<file path="src/hdl/dma_pkg.sv">
// DMA shared definitions
package dma_pkg;

    localparam int BLOCK_SIZE_WIDTH = 10;
    localparam int BURST_SIZE_WIDTH = 8;

    // Default local memory index width, used by the struct fields
    localparam int MEMORY_ADDRESS_WIDTH = 9;

    // Processor register selector
    typedef enum logic [2:0] {
        select_none                 = 3'd0,
        select_bus_start_address    = 3'd1,
        select_memory_start_address = 3'd2,
        select_block_size           = 3'd3,
        select_burst_size           = 3'd4,
        select_status_control       = 3'd5
    } dma_reg_select_e;

    typedef enum logic [2:0] {
        state_idle,
        state_request_bus,
        state_init_burst,
        state_read_burst,
        state_write_burst,
        state_end_burst,
        state_bus_error
    } dma_transfer_state_e;

    // Control field
    typedef enum logic [1:0] {
        direction_off           = 2'd0,
        direction_bus_to_memory = 2'd1,
        direction_memory_to_bus = 2'd2
    } dma_direction_e;

    typedef struct packed {
        dma_reg_select_e select;
        logic            write;
        logic [31:0]     data;
    } cpu_access_t;

    // Register values seen by the engine
    typedef struct packed {
        logic [31:0]                   bus_start_address;
        logic [MEMORY_ADDRESS_WIDTH-1:0] memory_start_address;
        logic [BLOCK_SIZE_WIDTH-1:0]   block_size;
        logic [BURST_SIZE_WIDTH-1:0]   burst_size;
        logic [BLOCK_SIZE_WIDTH-1:0]   transfer_count;
        dma_direction_e                direction;
    } dma_config_t;

    typedef struct packed {
        logic [31:0]                 address_data;
        logic [BURST_SIZE_WIDTH-1:0] burst_size;
        logic                        read_n_write;
        logic                        begin_transaction;
        logic                        end_transaction;
        logic                        data_valid;
    } bus_master_t;

    typedef struct packed {
        logic        grant;
        logic [31:0] address_data;
        logic        data_valid;
        logic        busy;
        logic        end_transaction;
        logic        error;
    } bus_target_t;

endpackage

</file>
<file path="src/hdl/dma_burst_engine.sv">
// DMA bus master burst engine
module dma_burst_engine #(
    parameter int MEMORY_ADDRESS_WIDTH = 9
) (
    input  logic                            clock,
    input  logic                            reset,
    input  dma_pkg::dma_config_t            config_in,
    input  logic                            start,
    output logic                            done,
    output logic                            abort,
    output logic                            request,
    input  dma_pkg::bus_target_t            bus_in,
    output dma_pkg::bus_master_t            bus_out,
    output logic [MEMORY_ADDRESS_WIDTH-1:0] sram_address,
    output logic                            sram_write_enable,
    output logic [31:0]                     sram_write_data,
    input  logic [31:0]                     sram_read_data
);

    dma_pkg::dma_transfer_state_e          state;
    dma_pkg::dma_transfer_state_e          state_next;
    logic [31:0]                           bus_address;
    logic [MEMORY_ADDRESS_WIDTH-1:0]       sram_index;
    logic [MEMORY_ADDRESS_WIDTH-1:0]       fetch_offset;
    logic [dma_pkg::BLOCK_SIZE_WIDTH-1:0]  remaining_words;
    logic [dma_pkg::BLOCK_SIZE_WIDTH-1:0]  words_left_minus_one;
    logic [dma_pkg::BLOCK_SIZE_WIDTH-1:0]  burst_counter;
    logic [dma_pkg::BURST_SIZE_WIDTH-1:0]  word_counter;
    logic [dma_pkg::BURST_SIZE_WIDTH-1:0]  effective_burst_size;
    logic [31:0]                           write_word;
    logic                                  to_memory;
    logic                                  read_accept;
    logic                                  write_take;
    logic                                  last_burst;

    assign to_memory = config_in.direction == dma_pkg::direction_bus_to_memory;
    assign read_accept = state == dma_pkg::state_read_burst && bus_in.data_valid;
    // Target takes the held word on every cycle without busy
    assign write_take = state == dma_pkg::state_write_burst && !bus_in.busy;
    assign last_burst = burst_counter + 1'b1 == config_in.transfer_count;
    assign words_left_minus_one = remaining_words - 1'b1;

    always_comb begin
        state_next = state;
        case (state)
            dma_pkg::state_idle: begin
                if (start) begin
                    state_next = dma_pkg::state_request_bus;
                end
            end
            dma_pkg::state_request_bus: begin
                if (bus_in.grant) begin
                    state_next = dma_pkg::state_init_burst;
                end
            end
            dma_pkg::state_init_burst: begin
                state_next = to_memory ? dma_pkg::state_read_burst : dma_pkg::state_write_burst;
            end
            dma_pkg::state_read_burst: begin
                if (bus_in.end_transaction) begin
                    state_next = dma_pkg::state_end_burst;
                end
            end
            dma_pkg::state_write_burst: begin
                if (write_take && word_counter == effective_burst_size) begin
                    state_next = dma_pkg::state_end_burst;
                end
            end
            dma_pkg::state_end_burst: begin
                state_next = last_burst ? dma_pkg::state_idle : dma_pkg::state_request_bus;
            end
            default: state_next = dma_pkg::state_idle;
        endcase
        // Target error overrides everything while a transfer is active
        if (bus_in.error && state != dma_pkg::state_idle &&
            state != dma_pkg::state_bus_error) begin
            state_next = dma_pkg::state_bus_error;
        end
    end

    always_ff @(posedge clock) begin
        if (reset) begin
            state <= dma_pkg::state_idle;
        end else begin
            state <= state_next;
        end
    end

    // Transfer pointers and counters, loaded at start
    always_ff @(posedge clock) begin
        case (state)
            dma_pkg::state_idle: begin
                if (start) begin
                    bus_address <= config_in.bus_start_address;
                    sram_index <= config_in.memory_start_address[MEMORY_ADDRESS_WIDTH-1:0];
                    remaining_words <= config_in.block_size;
                    burst_counter <= '0;
                end
            end
            dma_pkg::state_request_bus: begin
                // Last burst is cut to the words left
                if (words_left_minus_one < config_in.burst_size) begin
                    effective_burst_size <=
                        words_left_minus_one[dma_pkg::BURST_SIZE_WIDTH-1:0];
                end else begin
                    effective_burst_size <= config_in.burst_size;
                end
            end
            dma_pkg::state_init_burst: begin
                word_counter <= '0;
                write_word <= sram_read_data;
            end
            dma_pkg::state_end_burst: burst_counter <= burst_counter + 1'b1;
            default: ;
        endcase
        if (read_accept || write_take) begin
            bus_address <= bus_address + 32'd4;
            sram_index <= sram_index + 1'b1;
            remaining_words <= remaining_words - 1'b1;
            word_counter <= word_counter + 1'b1;
        end
        // Prefetched word replaces the one just taken
        if (write_take) begin
            write_word <= sram_read_data;
        end
    end

    // Keep the SRAM read one word ahead of the bus
    always_comb begin
        fetch_offset = '0;
        if (!to_memory && (state == dma_pkg::state_init_burst ||
                           state == dma_pkg::state_write_burst)) begin
            fetch_offset = write_take ? MEMORY_ADDRESS_WIDTH'(2) : MEMORY_ADDRESS_WIDTH'(1);
        end
    end

    assign sram_address = sram_index + fetch_offset;
    assign sram_write_enable = read_accept;
    assign sram_write_data = bus_in.address_data;

    always_comb begin
        bus_out = '0;
        if (state == dma_pkg::state_init_burst) begin
            bus_out.address_data = bus_address;
            bus_out.burst_size = effective_burst_size;
            bus_out.read_n_write = to_memory;
            bus_out.begin_transaction = 1'b1;
        end
        if (state == dma_pkg::state_write_burst) begin
            bus_out.address_data = write_word;
            bus_out.data_valid = 1'b1;
        end
        bus_out.end_transaction = state == dma_pkg::state_bus_error ||
                                  (state == dma_pkg::state_end_burst && !to_memory);
    end

    assign request = state == dma_pkg::state_request_bus;
    assign done = state == dma_pkg::state_end_burst && last_burst;
    assign abort = state == dma_pkg::state_bus_error;

endmodule

</file>
<file path="config.mk">
export PLATFORM = sky130hd
export DESIGN_NAME = dma_burst_engine
export DESIGN_NICKNAME = d
export VERILOG_FILES = /design/src/hdl/dma_pkg.sv /design/src/hdl/dma_burst_engine.sv
export SDC_FILE = /design/constraint.sdc
export NUM_CORES = 1
export LEC_CHECK = 0
export BUFFER_PORTS_ARGS = -buffer_cell sky130_fd_sc_hd__buf_2
export CORE_MARGIN = 2
export CORE_UTILIZATION = 55
export CTS_CLUSTER_SIZE = 20
export DETAILED_ROUTE_END_ITERATION = 6
export PLACE_DENSITY = 0.93
export REMOVE_ABC_BUFFERS = 1
export SKIP_CTS_REPAIR_TIMING = 1
export SLEW_MARGIN = 20
export SYNTH_ARGS = -nofsm -noshare
export SYNTH_HDL_FRONTEND = slang
export SYNTH_SLANG_ARGS = --single-unit
</file>
<file path="constraint.sdc">
create_clock -name clock -period 8.8 [get_ports clock]
set_clock_uncertainty 0.2 [all_clocks]
set_input_delay 1.32 -clock clock [delete_from_list [all_inputs] [get_ports clock]]
set_output_delay 1.32 -clock clock [all_outputs]
set_load 0.01 [all_outputs]
</file>
After elaboration in Yosys (flattened, before gate mapping)
Index checks and enable logic that the tools add are counted.
Widths: inputs -> output; s select.
Storage, ports and cells
  flip-flop bits (word level): 112
  bits of input ports: 143
  output and inout port bits: 89
Operators by class
  $add $sub $neg: 6
  order comparisons: 1
  equality and inequality tests: 18
  muxes and demuxes: 29
  reduce and logical (&&, ||, !) cells: 25
Operators with widths (count)
  $mux 32: 6
  $mux 42: 1
  $mux 10: 4
  $add 32x3->32 const B: 1
  $mux 9: 3
  $mux 8: 3
  $pmux 10 s2: 1
  $mux 3: 6
  $pmux 3 s6: 1
  $add 10x1->10 const B: 1
  $eq 10x10->1: 1
  $lt 10x8->1: 1
  $reduce_bool 2->1: 5
  $sub 10x1->10 const B: 1
  $add 9x1->9 const B: 1
  $add 9x9->9: 1
  $eq 3x3->1 const B: 3
  $add 8x1->8 const B: 1
  $eq 8x8->1: 1
  $logic_and 1x1->1: 8
  $reduce_and 4->1: 2
  $eq 3x2->1 const B: 2
  $ne 3x1->1 const B: 2
  $ne 3x3->1 const B: 2
  13 further kinds: 21

Depth between registers and ports, before layout
  depth after elaboration: 6
  gate-level depth with buffers: 12

Worst setup path before layout
OpenSTA, ideal clock, no wires.
  kind: input to output
  start: input port config_in[6] (netlist bit)
  end: output port done
  arrival time: 2646 ps
  required time: 7280 ps
  path slack: 4634 ps
  stages: 5
  cells stage by stage: xnor2_1 or3b_2 a32o_1 nor4_1 nor2b_1
On the way
  longest elaborated chain between the ends: 2
RTL lines
  start, declared: RTL line dma_burst_engine.sv:7  | input dma_pkg::dma_config_t config_in,
  $eq 10x10->1: RTL line dma_burst_engine.sv:40  | assign last_burst = burst_counter + 1'b1 == config_in.transfer_count;
  $logic_and 1x1->1: RTL line dma_burst_engine.sv:158  | assign done = state == dma_pkg::state_end_burst && last_burst;
  end, declared: RTL line dma_burst_engine.sv:9  | output logic done,
No other way between the ends.

Worst setup path after layout
  start: register state[0]
  end: output port sram_address[8]
On the way
  longest elaborated chain between the ends: 5
  elaborated cells between the ends (all ways): 8
  classes of those cells: 1 x add/sub; 2 x eq/ne; 2 x mux; 3 x reduce/logical
RTL lines
  start, declared: RTL line dma_burst_engine.sv:20  | dma_pkg::dma_transfer_state_e state;
  start signal, assigned: RTL line dma_burst_engine.sv:83  | state <= dma_pkg::state_idle;
  start signal, assigned: RTL line dma_burst_engine.sv:85  | state <= state_next;
  $eq 3x3->1 or $eq 3x2->1 (tied branches): RTL line dma_burst_engine.sv:39, dma_burst_engine.sv:132, dma_burst_engine.sv:131
  $logic_and 1x1->1 or $logic_or 1x1->1 (tied branches): RTL line dma_burst_engine.sv:39, dma_burst_engine.sv:131
  $mux 2 or $logic_and 1x1->1 (tied branches): RTL line dma_burst_engine.sv:133, dma_burst_engine.sv:131
  $mux 2 (*): RTL line dma_burst_engine.sv:131  | if (!to_memory && (state == dma_pkg::state_init_burst ||
  $add 9x9->9 (*): RTL line dma_burst_engine.sv:137  | assign sram_address = sram_index + fetch_offset;
  end, declared: RTL line dma_burst_engine.sv:14  | output logic [MEMORY_ADDRESS_WIDTH-1:0] sram_address,
Every way passes the cells marked *; elsewhere a longest branch is shown, timed or not.

==> results.toml <==
[critical_path]
worst_path_max_delay_cell = "clkinv_1"
start_kind = "register"
crit_fanout = 35
cp-end-kind = "output pin"
path_cells = "inv_1 > nand2_1 > clkinv_1 > a21oi_1 > nor2_1 > ha_1 > fa_1 > nand3_1 > nor2_1 > xor2_1 > buf_2"
rr_worst_depth = 7
cpLargestDelayFamily = "buffers and inverters"
worstPathArrival_ps = 3890
crit_top_cell = "nor2_1"
startpoint = "state[0]"
r2r-start = "remaining_words[2]"
path_depth = 11
required_ps = 7280
reg2reg_slack_ps = 5430
critical_path_class = "register to output pin"
slowest_delay_ps = 830
rr_endpoint = "effective_burst_size[3]"
crit_buf_inv = 3
crit_end = "sram_address[8]"

[finish]
n_antenna_cell = 0
nets = 915
synthToLayoutAreaGrowth_pct = 14.9
finalNonFillerCells = 909
drive_above_1_share_pct = 26.9
fin_util_pct = 64.3
final_area_um2 = 7660

[route]
wl_per_cell_um = 18.1
vias_per_cell = 5.76
wirelength_um = 16400
antenna_left = 0
drtPass1Iterations = 5
via_count = 5234
drc = 0
drt-initial-drc-count = 360

[logic_synthesis]
syn_inst = 639
synth_cell_types = 52
yosys.area.top_type = "edfxtp_1"
async_reset_ff_share_pct = 0
synth_top_area_share_pct = 49.1
synthTopCellsByArea = "edfxtp_1, xnor2_1, xor2_1"
synth-seq-cells = 112
synthFlopType = "edfxtp_1"
ys_seq_area_share_pct = 50.0
syn_avg_cell_area_um2 = 10.4
synth.cell_area_um2 = 6670
synth-edff-count = 109
yosysWarnings = 0

[clocking]
cts_tree = "done"
clockRootBuffer = "clkbuf_16"
cts_buffers = 9
clock-sinks = 112
clkTransAtPathRegs_ps = 70
clock_latency_ps = 350
clk_path_buf_depth = 2
h-tree-depth = 3

[run]
max-cap-violations = 0

[floorplanning]
dieWidth_um = 114
core_area_um2 = 11900
die_h_um = 114
std_cell_rows = 40
die-area_um2 = 13000
initial_core_util_pct = 56.0
io_pins = 232

[power]
p_leak_nw = 3.16
max-vdd-ir-drop_v = 0.000147
p_per_area_nw_per_um2 = 294

[timing]
worst_slack_ps = 3390
finalHoldViolations = 0
relSlewSlack_pct = 28.8
period_minus_slack_ps = 5410
final-setup-viol-count = 0
worstMarginPinSlew_ps = 1060
setup_tns_ps = 0
fmax_ghz = 0.185
drv_slew = 0
rsz0062_at_grt = "false"
period_share_pct = 61.5

[placement]
dp_hpwl_um = 11900
place_inst = 893
pre_cts_ws_ps = 3760
gp_congestion = 0.905
place.port_buffers = 167
placed_area_um2 = 7360

[grt]
gr-usage-met3_pct = 8.05
grt.busiest_layer = "met2"
grt_pass1_wl_um = 25400
grt_pass1_vias = 5147
grtUsageMet1_pct = 33.3
grt_use_total_pct = 25.2
grt_max_degree = 85
use_met2_pct = 39.1
gr-total-overflow = 0
antenna_found_initial = 0

[min_path]
hold_class = "register to register"
min_from = "state[2]"

[outcome]
outcome = "finished clean"
-- flip-flops by register name, summed over array words and instances, names as in the netlist --
signal / count
bus_address: 32
write_word: 32
burst_counter: 10
remaining_words: 10
sram_index: 9
effective_burst_size: 8
word_counter: 8
state: 3
-- area by class of cell --
type	count	area [um^2]
multi-input cells	446	2910
fillers	930	4250
flip-flops and latches	112	3330
well taps	147	184
repair buffers	171	866
inverters	17	63.8
clock inverters	6	75.1
clock buffers	10	229
-- cells by family after synthesis --
family / count (synthesis) / synth area share (%)
AND/OR/NAND/NOR: 233 / 17.0
flip-flops: 112 / 50.0
AO/OA/AOI/OAI: 105 / 10.5
buffers and inverters: 81 / 6.51
XOR/XNOR: 80 / 10.5
adder cells (fa/ha/maj): 15 / 2.93
multiplexers: 13 / 2.50
-- through the flow --
step / power, mW / hold WS (ps)
2_1_floorplan: 1.54 / 365
3_3_place_gp: 1.80 / 427
3_5_place_dp: 1.84 / 414
4_1_cts: 2.26 / 444
5_1_grt: 2.39 / 469
6_report: 2.25 / 440
-- synthesized netlist by cell type, types with 2 or more instances --
cell type / number
nor4_1: 3
mux2i_1: 5
buf_2: 2
dfxtp_1: 3
nand2b_1: 5
inv_1: 16
nor3_1: 7
or2_2: 3
xor2_1: 37
edfxtp_1: 109
buf_4: 32
and2_1: 7
xnor2_1: 43
and3_1: 17
ha_1: 14
and4_1: 5
clkbuf_1: 28
o21bai_1: 3
or3_1: 2
a21oi_1: 16
nand2_1: 60
o21ai_0: 38
nor2_1: 69
nand4_1: 15
o311ai_0: 2
nor2b_1: 5
a22o_1: 32
mux2_4: 7
nand3_1: 28
a31oi_1: 3
a211oi_1: 2
-- worst min-delay path by stage --
stage,cells past startpoint,endpoint
finish,1,state[0]
floorplan,1,state[0]
CTS,1,state[0]
detailed placement,1,state[0]
global placement,2,word_counter[7]
global route,2,word_counter[7]
-- per-layer routing --
layer / routed length (um) / vias up / part of all wire [%]
li1: - / 2490 / -
met1: 6870 / 2441 / 42
met2: 7660 / 279 / 47
met3: 1620 / 24 / 9.9
met4: 267 / 0 / 1.6
met5: 0 / - / 0
-- cells in the final DEF (no fill, tap or decap), types with 3 or more instances in the layout --
cell / instances
and2_1: 7
xor2_1: 37
buf_2: 167
a21oi_1: 16
ha_1: 14
nor4_1: 3
nand4_1: 15
inv_1: 16
nand2b_1: 5
a22o_1: 32
a31oi_1: 3
and3_1: 17
buf_4: 4
clkbuf_16: 9
o21ai_0: 38
mux2i_1: 5
nor2_1: 68
or2_2: 3
mux2_4: 7
nand3_1: 28
nor2b_1: 5
xnor2_1: 43
nand2_1: 59
edfxtp_1: 109
and4_1: 5
o21bai_1: 3
nor3_1: 7
dfxtp_1: 3
-- power breakdown --
group          internal, mW  switching, mW
clock                 0.225          0.194
sequential            0.838          0.181
combinational         0.338          0.477
total                  1.40          0.852
No activity file was read; power rests on OpenSTA's default activity.
