`config.mk`:
```
export PLATFORM = sky130hd
export DESIGN_NAME = dma_registers
export DESIGN_NICKNAME = d
export VERILOG_FILES = /design/src/hdl/dma_pkg.sv /design/src/hdl/dma_registers.sv
export SDC_FILE = /design/constraint.sdc
export NUM_CORES = 1
export LEC_CHECK = 0
export BUFFER_PORTS_ARGS = -buffer_cell sky130_fd_sc_hd__buf_2
export CORE_MARGIN = 2
export CORE_UTILIZATION = 40
export CTS_CLUSTER_DIAMETER = 80
export DETAILED_ROUTE_END_ITERATION = 6
export PLACE_DENSITY = 0.58
export SYNTH_ARGS = -nofsm -noshare
export SYNTH_HDL_FRONTEND = slang
export SYNTH_SLANG_ARGS = --single-unit
```
`constraint.sdc`:
```
create_clock -name clock -period 21.4 [get_ports clock]
set_clock_uncertainty 0.1 [all_clocks]
set_input_delay 0 -clock clock [delete_from_list [all_inputs] [get_ports clock]]
set_output_delay 0 -clock clock [all_outputs]
set_load 0.02 [all_outputs]
```
`src/hdl/dma_pkg.sv`:
```
// DMA shared definitions
package dma_pkg;

    localparam int BLOCK_SIZE_WIDTH = 10;
    localparam int BURST_SIZE_WIDTH = 8;

    // Default local memory index width, used by the struct fields
    localparam int MEMORY_ADDRESS_WIDTH = 9;

    // Processor register selector
    typedef enum logic [2:0] {
        select_none                 = 3'd0,
        select_bus_start_address    = 3'd1,
        select_memory_start_address = 3'd2,
        select_block_size           = 3'd3,
        select_burst_size           = 3'd4,
        select_status_control       = 3'd5
    } dma_reg_select_e;

    typedef enum logic [2:0] {
        state_idle,
        state_request_bus,
        state_init_burst,
        state_read_burst,
        state_write_burst,
        state_end_burst,
        state_bus_error
    } dma_transfer_state_e;

    // Control field
    typedef enum logic [1:0] {
        direction_off           = 2'd0,
        direction_bus_to_memory = 2'd1,
        direction_memory_to_bus = 2'd2
    } dma_direction_e;

    typedef struct packed {
        dma_reg_select_e select;
        logic            write;
        logic [31:0]     data;
    } cpu_access_t;

    // Register values seen by the engine
    typedef struct packed {
        logic [31:0]                   bus_start_address;
        logic [MEMORY_ADDRESS_WIDTH-1:0] memory_start_address;
        logic [BLOCK_SIZE_WIDTH-1:0]   block_size;
        logic [BURST_SIZE_WIDTH-1:0]   burst_size;
        logic [BLOCK_SIZE_WIDTH-1:0]   transfer_count;
        dma_direction_e                direction;
    } dma_config_t;

    typedef struct packed {
        logic [31:0]                 address_data;
        logic [BURST_SIZE_WIDTH-1:0] burst_size;
        logic                        read_n_write;
        logic                        begin_transaction;
        logic                        end_transaction;
        logic                        data_valid;
    } bus_master_t;

    typedef struct packed {
        logic        grant;
        logic [31:0] address_data;
        logic        data_valid;
        logic        busy;
        logic        end_transaction;
        logic        error;
    } bus_target_t;

endpackage

```
`src/hdl/dma_registers.sv`:
```
// DMA processor registers
module dma_registers #(
    parameter int MEMORY_ADDRESS_WIDTH = 9
) (
    input  logic                 clock,
    input  logic                 reset,
    input  dma_pkg::cpu_access_t cpu,
    input  logic                 done,
    input  logic                 abort,
    output dma_pkg::dma_config_t config_out,
    output logic                 start,
    output logic [31:0]          result
);

    logic [31:0]                           bus_start_address;
    logic [MEMORY_ADDRESS_WIDTH-1:0]       memory_start_address;
    logic [dma_pkg::BLOCK_SIZE_WIDTH-1:0]  block_size;
    logic [dma_pkg::BURST_SIZE_WIDTH-1:0]  burst_size;
    logic [dma_pkg::BLOCK_SIZE_WIDTH-1:0]  transfer_count;
    dma_pkg::dma_direction_e               direction;
    logic                                  busy;
    logic                                  error;
    logic                                  start_request;

    // Bursts needed for a block, rounded up
    function automatic logic [dma_pkg::BLOCK_SIZE_WIDTH-1:0] count_bursts(
        input logic [dma_pkg::BLOCK_SIZE_WIDTH-1:0] words,
        input logic [dma_pkg::BURST_SIZE_WIDTH-1:0] burst
    );
        logic [dma_pkg::BLOCK_SIZE_WIDTH:0] span;
        logic [dma_pkg::BURST_SIZE_WIDTH:0] divisor;
        logic [dma_pkg::BLOCK_SIZE_WIDTH:0] quotient;
        span = words + burst;
        divisor = {1'b0, burst} + 1'b1;
        quotient = span / divisor;
        return quotient[dma_pkg::BLOCK_SIZE_WIDTH-1:0];
    endfunction

    // Only a real direction with a nonempty block starts the engine
    assign start_request = (cpu.data[1:0] == dma_pkg::direction_bus_to_memory ||
                            cpu.data[1:0] == dma_pkg::direction_memory_to_bus) &&
                           block_size != '0 && !busy;

    always_ff @(posedge clock) begin
        if (reset) begin
            bus_start_address <= '0;
            memory_start_address <= '0;
            block_size <= '0;
            burst_size <= '0;
            transfer_count <= '0;
            direction <= dma_pkg::direction_off;
            busy <= 1'b0;
            error <= 1'b0;
            start <= 1'b0;
            result <= '0;
        end else begin
            start <= 1'b0;
            if (cpu.write) begin
                case (cpu.select)
                    dma_pkg::select_bus_start_address: bus_start_address <= cpu.data;
                    dma_pkg::select_memory_start_address: begin
                        memory_start_address <= cpu.data[MEMORY_ADDRESS_WIDTH-1:0];
                    end
                    dma_pkg::select_block_size: begin
                        block_size <= cpu.data[dma_pkg::BLOCK_SIZE_WIDTH-1:0];
                        transfer_count <= count_bursts(
                            cpu.data[dma_pkg::BLOCK_SIZE_WIDTH-1:0], burst_size);
                    end
                    dma_pkg::select_burst_size: begin
                        burst_size <= cpu.data[dma_pkg::BURST_SIZE_WIDTH-1:0];
                        transfer_count <= count_bursts(
                            block_size, cpu.data[dma_pkg::BURST_SIZE_WIDTH-1:0]);
                    end
                    dma_pkg::select_status_control: begin
                        if (start_request) begin
                            direction <= dma_pkg::dma_direction_e'(cpu.data[1:0]);
                            start <= 1'b1;
                            busy <= 1'b1;
                            error <= 1'b0;
                        end
                    end
                    default: ;
                endcase
            end else begin
                case (cpu.select)
                    dma_pkg::select_bus_start_address: result <= bus_start_address;
                    dma_pkg::select_memory_start_address: result <= 32'(memory_start_address);
                    dma_pkg::select_block_size: result <= 32'(block_size);
                    dma_pkg::select_burst_size: result <= 32'(burst_size);
                    dma_pkg::select_status_control: result <= {30'b0, error, busy};
                    default: ;
                endcase
            end
            // Engine finished or gave up
            if (done || abort) begin
                busy <= 1'b0;
                direction <= dma_pkg::direction_off;
            end
            if (abort) begin
                error <= 1'b1;
            end
        end
    end

    assign config_out.bus_start_address = bus_start_address;
    assign config_out.memory_start_address =
        dma_pkg::MEMORY_ADDRESS_WIDTH'(memory_start_address);
    assign config_out.block_size = block_size;
    assign config_out.burst_size = burst_size;
    assign config_out.transfer_count = transfer_count;
    assign config_out.direction = direction;

endmodule

```
After elaboration in Yosys (flattened, before gate mapping)
Cells that the tools add are included.

Register bits after elaboration: 106. Latch bits: 0. Bits in writable memories: 0. ROM bits: 0. Output and inout bits: 104. Memories kept: 0.

$add $sub $neg: 4. $mul: 0. Divide/modulo/power cells: 2. Order comparisons: 0. Eq/ne operators: 7. Shift-type cells: 0. Multiplexer cells: 7. Bitwise gates (word level): 2. Reduce and logical (&&, ||, !) cells: 21.

Operators with widths (number): $pmux 32 s5 (1); $add 10x8->11 (2); $div 11x9->11 (2); $pmux 10 s2 (1); $add 8x1->9 const B (2); $reduce_and 2->1 (6); $reduce_bool 10->1 (1); $reduce_bool 2->1 (4); $eq 3x2->1 const B (2); $eq 3x3->1 const B (2); $reduce_and 3->1 (2); $mux 1 (5); $reduce_bool 5->1 (1); $eq 3x1->1 const B (1); $reduce_or 3->1 (1); $eq 2x1->1 const B (1); $eq 2x2->1 const B (1); $logic_and 1x1->1 (2); $logic_or 1x1->1 (2); $not 1->1 (2); $reduce_or 2->1 (1); $logic_not 1->1 (1).

Longest topological paths before layout
Depth after elaboration: 8. Gate-level depth with buffers: 92. Depth with buffers taken out: 89.

Least setup slack after synthesis
OpenSTA, ideal clock, no wires.

Path type: register to register. Start point: register burst_size[0] (netlist bit). End point: register transfer_count[0] (netlist bit). Setup time: 0.139 ns. Arrival: 17.980 ns. Required time: 21.161 ns. Path slack: 3.180 ns. Cell stages (with the launch flop): 84. Path buffers: 2. Cell sequence: dfxtp_1 ha_1 inv_1 fa_1 nor2b_1 o21ai_0 a21oi_1 nor2_1 nor2_1 ha_1 a21oi_1 ha_1 o21ai_0 a32oi_2 o211ai_1 a41oi_1 ha_1 o21a_1 (+48 left out) o21ai_0 a21oi_1 o2111ai_1 nand3_1 nor2_1 o2bb2ai_1 a21oi_2 buf_2 mux2_2 ha_1 a21o_1 a2111oi_0 o21ai_0 a311o_1 nor2_1 and3_1 a211o_1 o32ai_1.

Cells in the longest elaborated chain, start to end: 3. Elaborated cells on any way between the ends: 4.

Ends and longest elaborated chain: start, declared (line dma_registers.sv:18) `logic [dma_pkg::BURST_SIZE_WIDTH-1:0] burst_size;`; start signal, assigned (line dma_registers.sv:70) `burst_size <= cpu.data[dma_pkg::BURST_SIZE_WIDTH-1:0];`; $add 10x8->11 or $add 8x1->9 (tied branches) (line dma_registers.sv:33, dma_registers.sv:34); $div 11x9->11 * (line dma_registers.sv:35) `quotient = span / divisor;`; $pmux 10 s2 * (line dma_registers.sv:59) `case (cpu.select)`; end signal, assigned (line dma_registers.sv:66) `transfer_count <= count_bursts(`; end signal, assigned (line dma_registers.sv:71) `transfer_count <= count_bursts(`; end, declared (line dma_registers.sv:19) `logic [dma_pkg::BLOCK_SIZE_WIDTH-1:0] transfer_count;`.

Mark *: on every way between the ends. The rest lies on a longest branch, timed or not. A chain may end at the register's enable or synchronous reset.

Worst setup path in the final report
Start point: register block_size[0] (netlist bit). End point: register transfer_count[0] (netlist bit).

Cells in the longest elaborated chain, start to end: 3.

Ends and longest elaborated chain: start, declared (line dma_registers.sv:17) `logic [dma_pkg::BLOCK_SIZE_WIDTH-1:0] block_size;`; start signal, assigned (line dma_registers.sv:65) `block_size <= cpu.data[dma_pkg::BLOCK_SIZE_WIDTH-1:0];`; $add 10x8->11 (line dma_registers.sv:33) `span = words + burst;`; $div 11x9->11 (line dma_registers.sv:35); $pmux 10 s2 (line dma_registers.sv:59).

No other way between the ends.

==> impl_table.tex <==
\begin{tabular}{lr}
\hline
Metric & Value \\
\hline
\multicolumn{2}{l}{\textbf{Clocking}} \\
\quad Skew-Pair Late Insertion Delay & 0.36 ns \\
\quad Total clock buffers created by CTS & 9 \\
\quad Clock tree from TritonCTS & done \\
\quad H-tree level count & 3 \\
\quad Clock Sink Count & 106 \\
\quad Cell at the root of the clock tree & clkbuf\_16 \\
\quad Number of buffers between clock root and the deepest sink & 2 \\
\quad Register clock-pin slew on the reported worst setup and hold paths & 0.08 ns \\
\multicolumn{2}{l}{\textbf{STA}} \\
\quad Worst slew margin & 19.40\% \\
\quad Fin. max-slew vios & 0 \\
\quad Clock period minus worst slack & 20.09 ns \\
\quad Sum Neg Setup Slack & 0 ns \\
\quad Worst path setup slack after routing & 1.308 ns \\
\quad Post-route clock period utilization & 93.89\% \\
\quad Count of final hold-check violations & 0 \\
\quad Fmax & 0.04977 GHz \\
\quad Total setup violations reported at the end of the flow & 0 \\
\quad Tightest Pin Transition & 1.200 ns \\
\multicolumn{2}{l}{\textbf{Run}} \\
\quad Max-cap violations & 0 \\
\multicolumn{2}{l}{\textbf{Detailed routing}} \\
\quad Iteration count of the initial detailed-routing pass & 6 \\
\quad Number of nets with antenna violations after routing & 0 \\
\quad DRC violation count after routing & 0 \\
\quad Total via count after detailed routing & 11,610 \\
\quad Wirelength per Cell & 18.23 um \\
\quad Via-per-instance ratio & 5.712 \\
\quad Routed wire length & 37,070 um \\
\quad DRT iter0 DRCs & 908 \\
\multicolumn{2}{l}{\textbf{Placed design}} \\
\quad Port Buf Inserts & 143 \\
\quad HPWL after detailed placement & 28,000 um \\
\quad Post-placement worst setup slack & 0.4660 ns \\
\quad Gp weighted congestion & 0.9539 \\
\multicolumn{2}{l}{\textbf{Synth}} \\
\quad Ys Warns & 0 \\
\quad Number of cells produced by synthesis & 1,501 \\
\quad Post-synth EDFFs & 0 \\
\quad Part of the Yosys area used for sequential elements & 18.83\% \\
\quad Mapped Area & 11,270 um2 \\
\quad Number of distinct library cell variants in the gate-level netlist after synthesis & 91 \\
\quad Average cell area after synthesis & 7.508 um2 \\
\quad Async SR Flop Fraction & 0\% \\
\quad Yosys reg bits & 106 \\
\quad Syn\_nets & 1,689 \\
\quad Dominant register cell in the synthesized netlist & dfxtp\_1 \\
\multicolumn{2}{l}{\textbf{Floorplanning}} \\
\quad Number of I/O pins & 144 \\
\quad Die Width & 171.9 um \\
\quad Die Span Y & 171.9 um \\
\quad Count of standard-cell rows & 61 \\
\quad Placeable Area & 27,780 um2 \\
\quad Die outline area & 29,530 um2 \\
\quad Starting density of the core & 40.56\% \\
\multicolumn{2}{l}{\textbf{Worst setup path}} \\
\quad Critical Path Sink Type & register \\
\quad Cell type with the highest occurrence count on the critical path & ha\_1 \\
\quad Worst endpoint data arrival time & 20.21 ns \\
\quad Critical path start-end classification & reg2reg \\
\quad Crit path max fanout & 16 \\
\quad Critical Path Max Stage Delay & 0.54 ns \\
\quad CP Launch Type & register \\
\quad Crit path max-delay cell type & a2111oi\_1 \\
\quad Required arrival time at the worst endpoint & 21.52 ns \\
\multicolumn{2}{l}{\textbf{Finish}} \\
\quad Final standard cell utilization of the core & 47.14\% \\
\quad Filler cell count & 2,865 \\
\quad Reg area & 2122 um2 \\
\quad Antenna cell count & 0 \\
\quad Share of final-layout standard cells stronger than drive strength 1 & 15.89\% \\
\quad Area occupied by multi-input gates & 8712 um2 \\
\quad Number of nets in the finished design & 1,838 \\
\quad Synthesis-to-layout area growth & 16.21\% \\
\multicolumn{2}{l}{\textbf{Global routing}} \\
\quad Via count of the first global-routing pass & 10,750 \\
\quad Total GRT Usage & 24.55\% \\
\quad Gr ovfl total & 0 \\
\quad Largest net degree at the start of global routing & 97 \\
\quad Wire length of the first global-routing pass & 57,730 um \\
\quad Number of antenna violations at the first check in global routing & 0 \\
\multicolumn{2}{l}{\textbf{Run status}} \\
\quad Status & finished, final reports clean \\
\multicolumn{2}{l}{\textbf{Min path}} \\
\quad Path class of the lowest-slack min-delay path & in2reg \\
\hline
\end{tabular}
-- cell usage after synthesis, drive strengths merged, types with 4 or more instances --
| master | instances | area share (%) |
|---|---|---|
| inv | 57 | 1.9 |
| a22oi | 5 | 0.33 |
| and3 | 10 | 0.56 |
| a221oi | 5 | 0.54 |
| a2111oi | 7 | 0.82 |
| a211o | 10 | 0.78 |
| a31oi | 10 | 0.56 |
| a311oi | 6 | 0.58 |
| clkbuf | 49 | 1.6 |
| dfxtp | 106 | 19 |
| o211ai | 9 | 0.60 |
| nor3 | 47 | 2.1 |
| o31a | 10 | 0.78 |
| o31ai | 13 | 0.87 |
| nand2 | 224 | 7.5 |
| xor2 | 19 | 1.5 |
| o2111ai | 9 | 0.70 |
| o21ai | 54 | 2.4 |
| mux2 | 39 | 4.0 |
| o21bai | 6 | 0.40 |
| nor4 | 9 | 0.56 |
| buf | 16 | 0.77 |
| nand2b | 23 | 1.3 |
| xnor2 | 50 | 3.9 |
| nand4 | 14 | 0.78 |
| mux2i | 18 | 1.6 |
| or3 | 13 | 0.72 |
| a21o | 20 | 1.3 |
| and2 | 11 | 0.61 |
| nor2 | 124 | 4.1 |
| nand3 | 52 | 2.3 |
| o311ai | 5 | 0.39 |
| nor3b | 5 | 0.33 |
| ha | 146 | 16 |
| or2 | 12 | 0.67 |
| a2111o | 4 | 0.40 |
| nor2b | 13 | 0.72 |
| o21a | 37 | 2.5 |
| nand3b | 4 | 0.27 |
| a21oi | 159 | 7.1 |
| o311a | 5 | 0.44 |
| a211oi | 21 | 1.4 |
-- registers in the layout (all words and copies together), names as in the netlist --
| signal | cells |
|---|---|
| transfer_count | 10 |
| start | 1 |
| bus_start_address | 32 |
| result | 32 |
| memory_start_address | 9 |
| busy | 1 |
| error | 1 |
| block_size | 10 |
| direction | 2 |
| burst_size | 8 |
-- through the flow --
step	cell area, um2	hold WS, ns	cells
2_1_floorplan	11270	0.01743	1501
3_3_place_gp	12380	0.1397	1978
3_5_place_dp	12380	0.1454	1978
4_1_cts	13040	0.05364	2030
5_1_grt	13100	0.07307	2033
6_report	13100	0.06267	2033
-- final cells by class --
type / instances / area share [%]
clock buffers: 9 / 1.720
repair buffers: 203 / 9.707
inverters: 57 / 1.634
multi-input cells: 1273 / 66.52
flip-flops and latches: 106 / 16.20
clock inverters: 7 / 0.6019
well taps: 378 / 3.611
-- layer usage --
layer | global-route usage, % | part of all wire, %
met5 | 0 | 0
met4 | 5.115 | 1.5
met1 | 32.75 | 46
met3 | 3.479 | 4.6
met2 | 42.17 | 48
-- path summary, 6_finish.rpt --
check | start | slack [ns] | endpoint | cells past startpoint
max reg2reg | block_size[0] | 1.31 | transfer_count[0] | 78
min reg2reg | result[31] | 0.35 | result[31] | 2
max | block_size[0] | 1.31 | transfer_count[0] | 78
min | cpu[0] | 0.06 | bus_start_address[0] | 3
-- cell usage in the layout (no fill, tap or decap), types with 50 or more instances in the layout --
| master | synthesis | routed |
|---|---|---|
| buf_2 | 15 | 142 |
| xnor2_1 | 50 | 50 |
| inv_1 | 56 | 56 |
| a21oi_1 | 158 | 158 |
| ha_1 | 146 | 146 |
| nor2_1 | 124 | 123 |
| o21ai_0 | 50 | 50 |
| dfxtp_1 | 106 | 106 |
| nand3_1 | 52 | 52 |
| nand2_1 | 224 | 224 |
-- critical path: cells and delay by family (launching register included) --
kind	cells	cell delay [ns]
buf+inv	2	0.21
fa+ha+maj	13	3.85
mux	5	1.59
simple gates	16	3.18
compound gates	42	10.49
flops	1	0.51
-- kinds of logic (layout without fill, tap and decap cells) --
kind of cell / Yosys count / count (layout) / synth area share (%)
AO/OA/AOI/OAI: 428 / 428 / 25.94
XOR/XNOR: 69 / 69 / 5.429
adder cells (fa/ha/maj): 148 / 148 / 16.56
buffers and inverters: 122 / 276 / 4.308
flip-flops: 106 / 106 / 18.83
multiplexers: 57 / 57 / 5.562
AND/OR/NAND/NOR: 571 / 571 / 23.37
-- what timing repair did --
action                                 4_1_cts  5_1_grt
hold buffers                                36        0
setup endpoints to repair                    0        1
gates resized for setup                      0        9
endpoints found under the hold margin       67        0
buffers inserted                             0        3
Power is left out: the tool's default activity adds up to more than one toggle a clock period on the data nets, which glitch-free logic cannot reach.
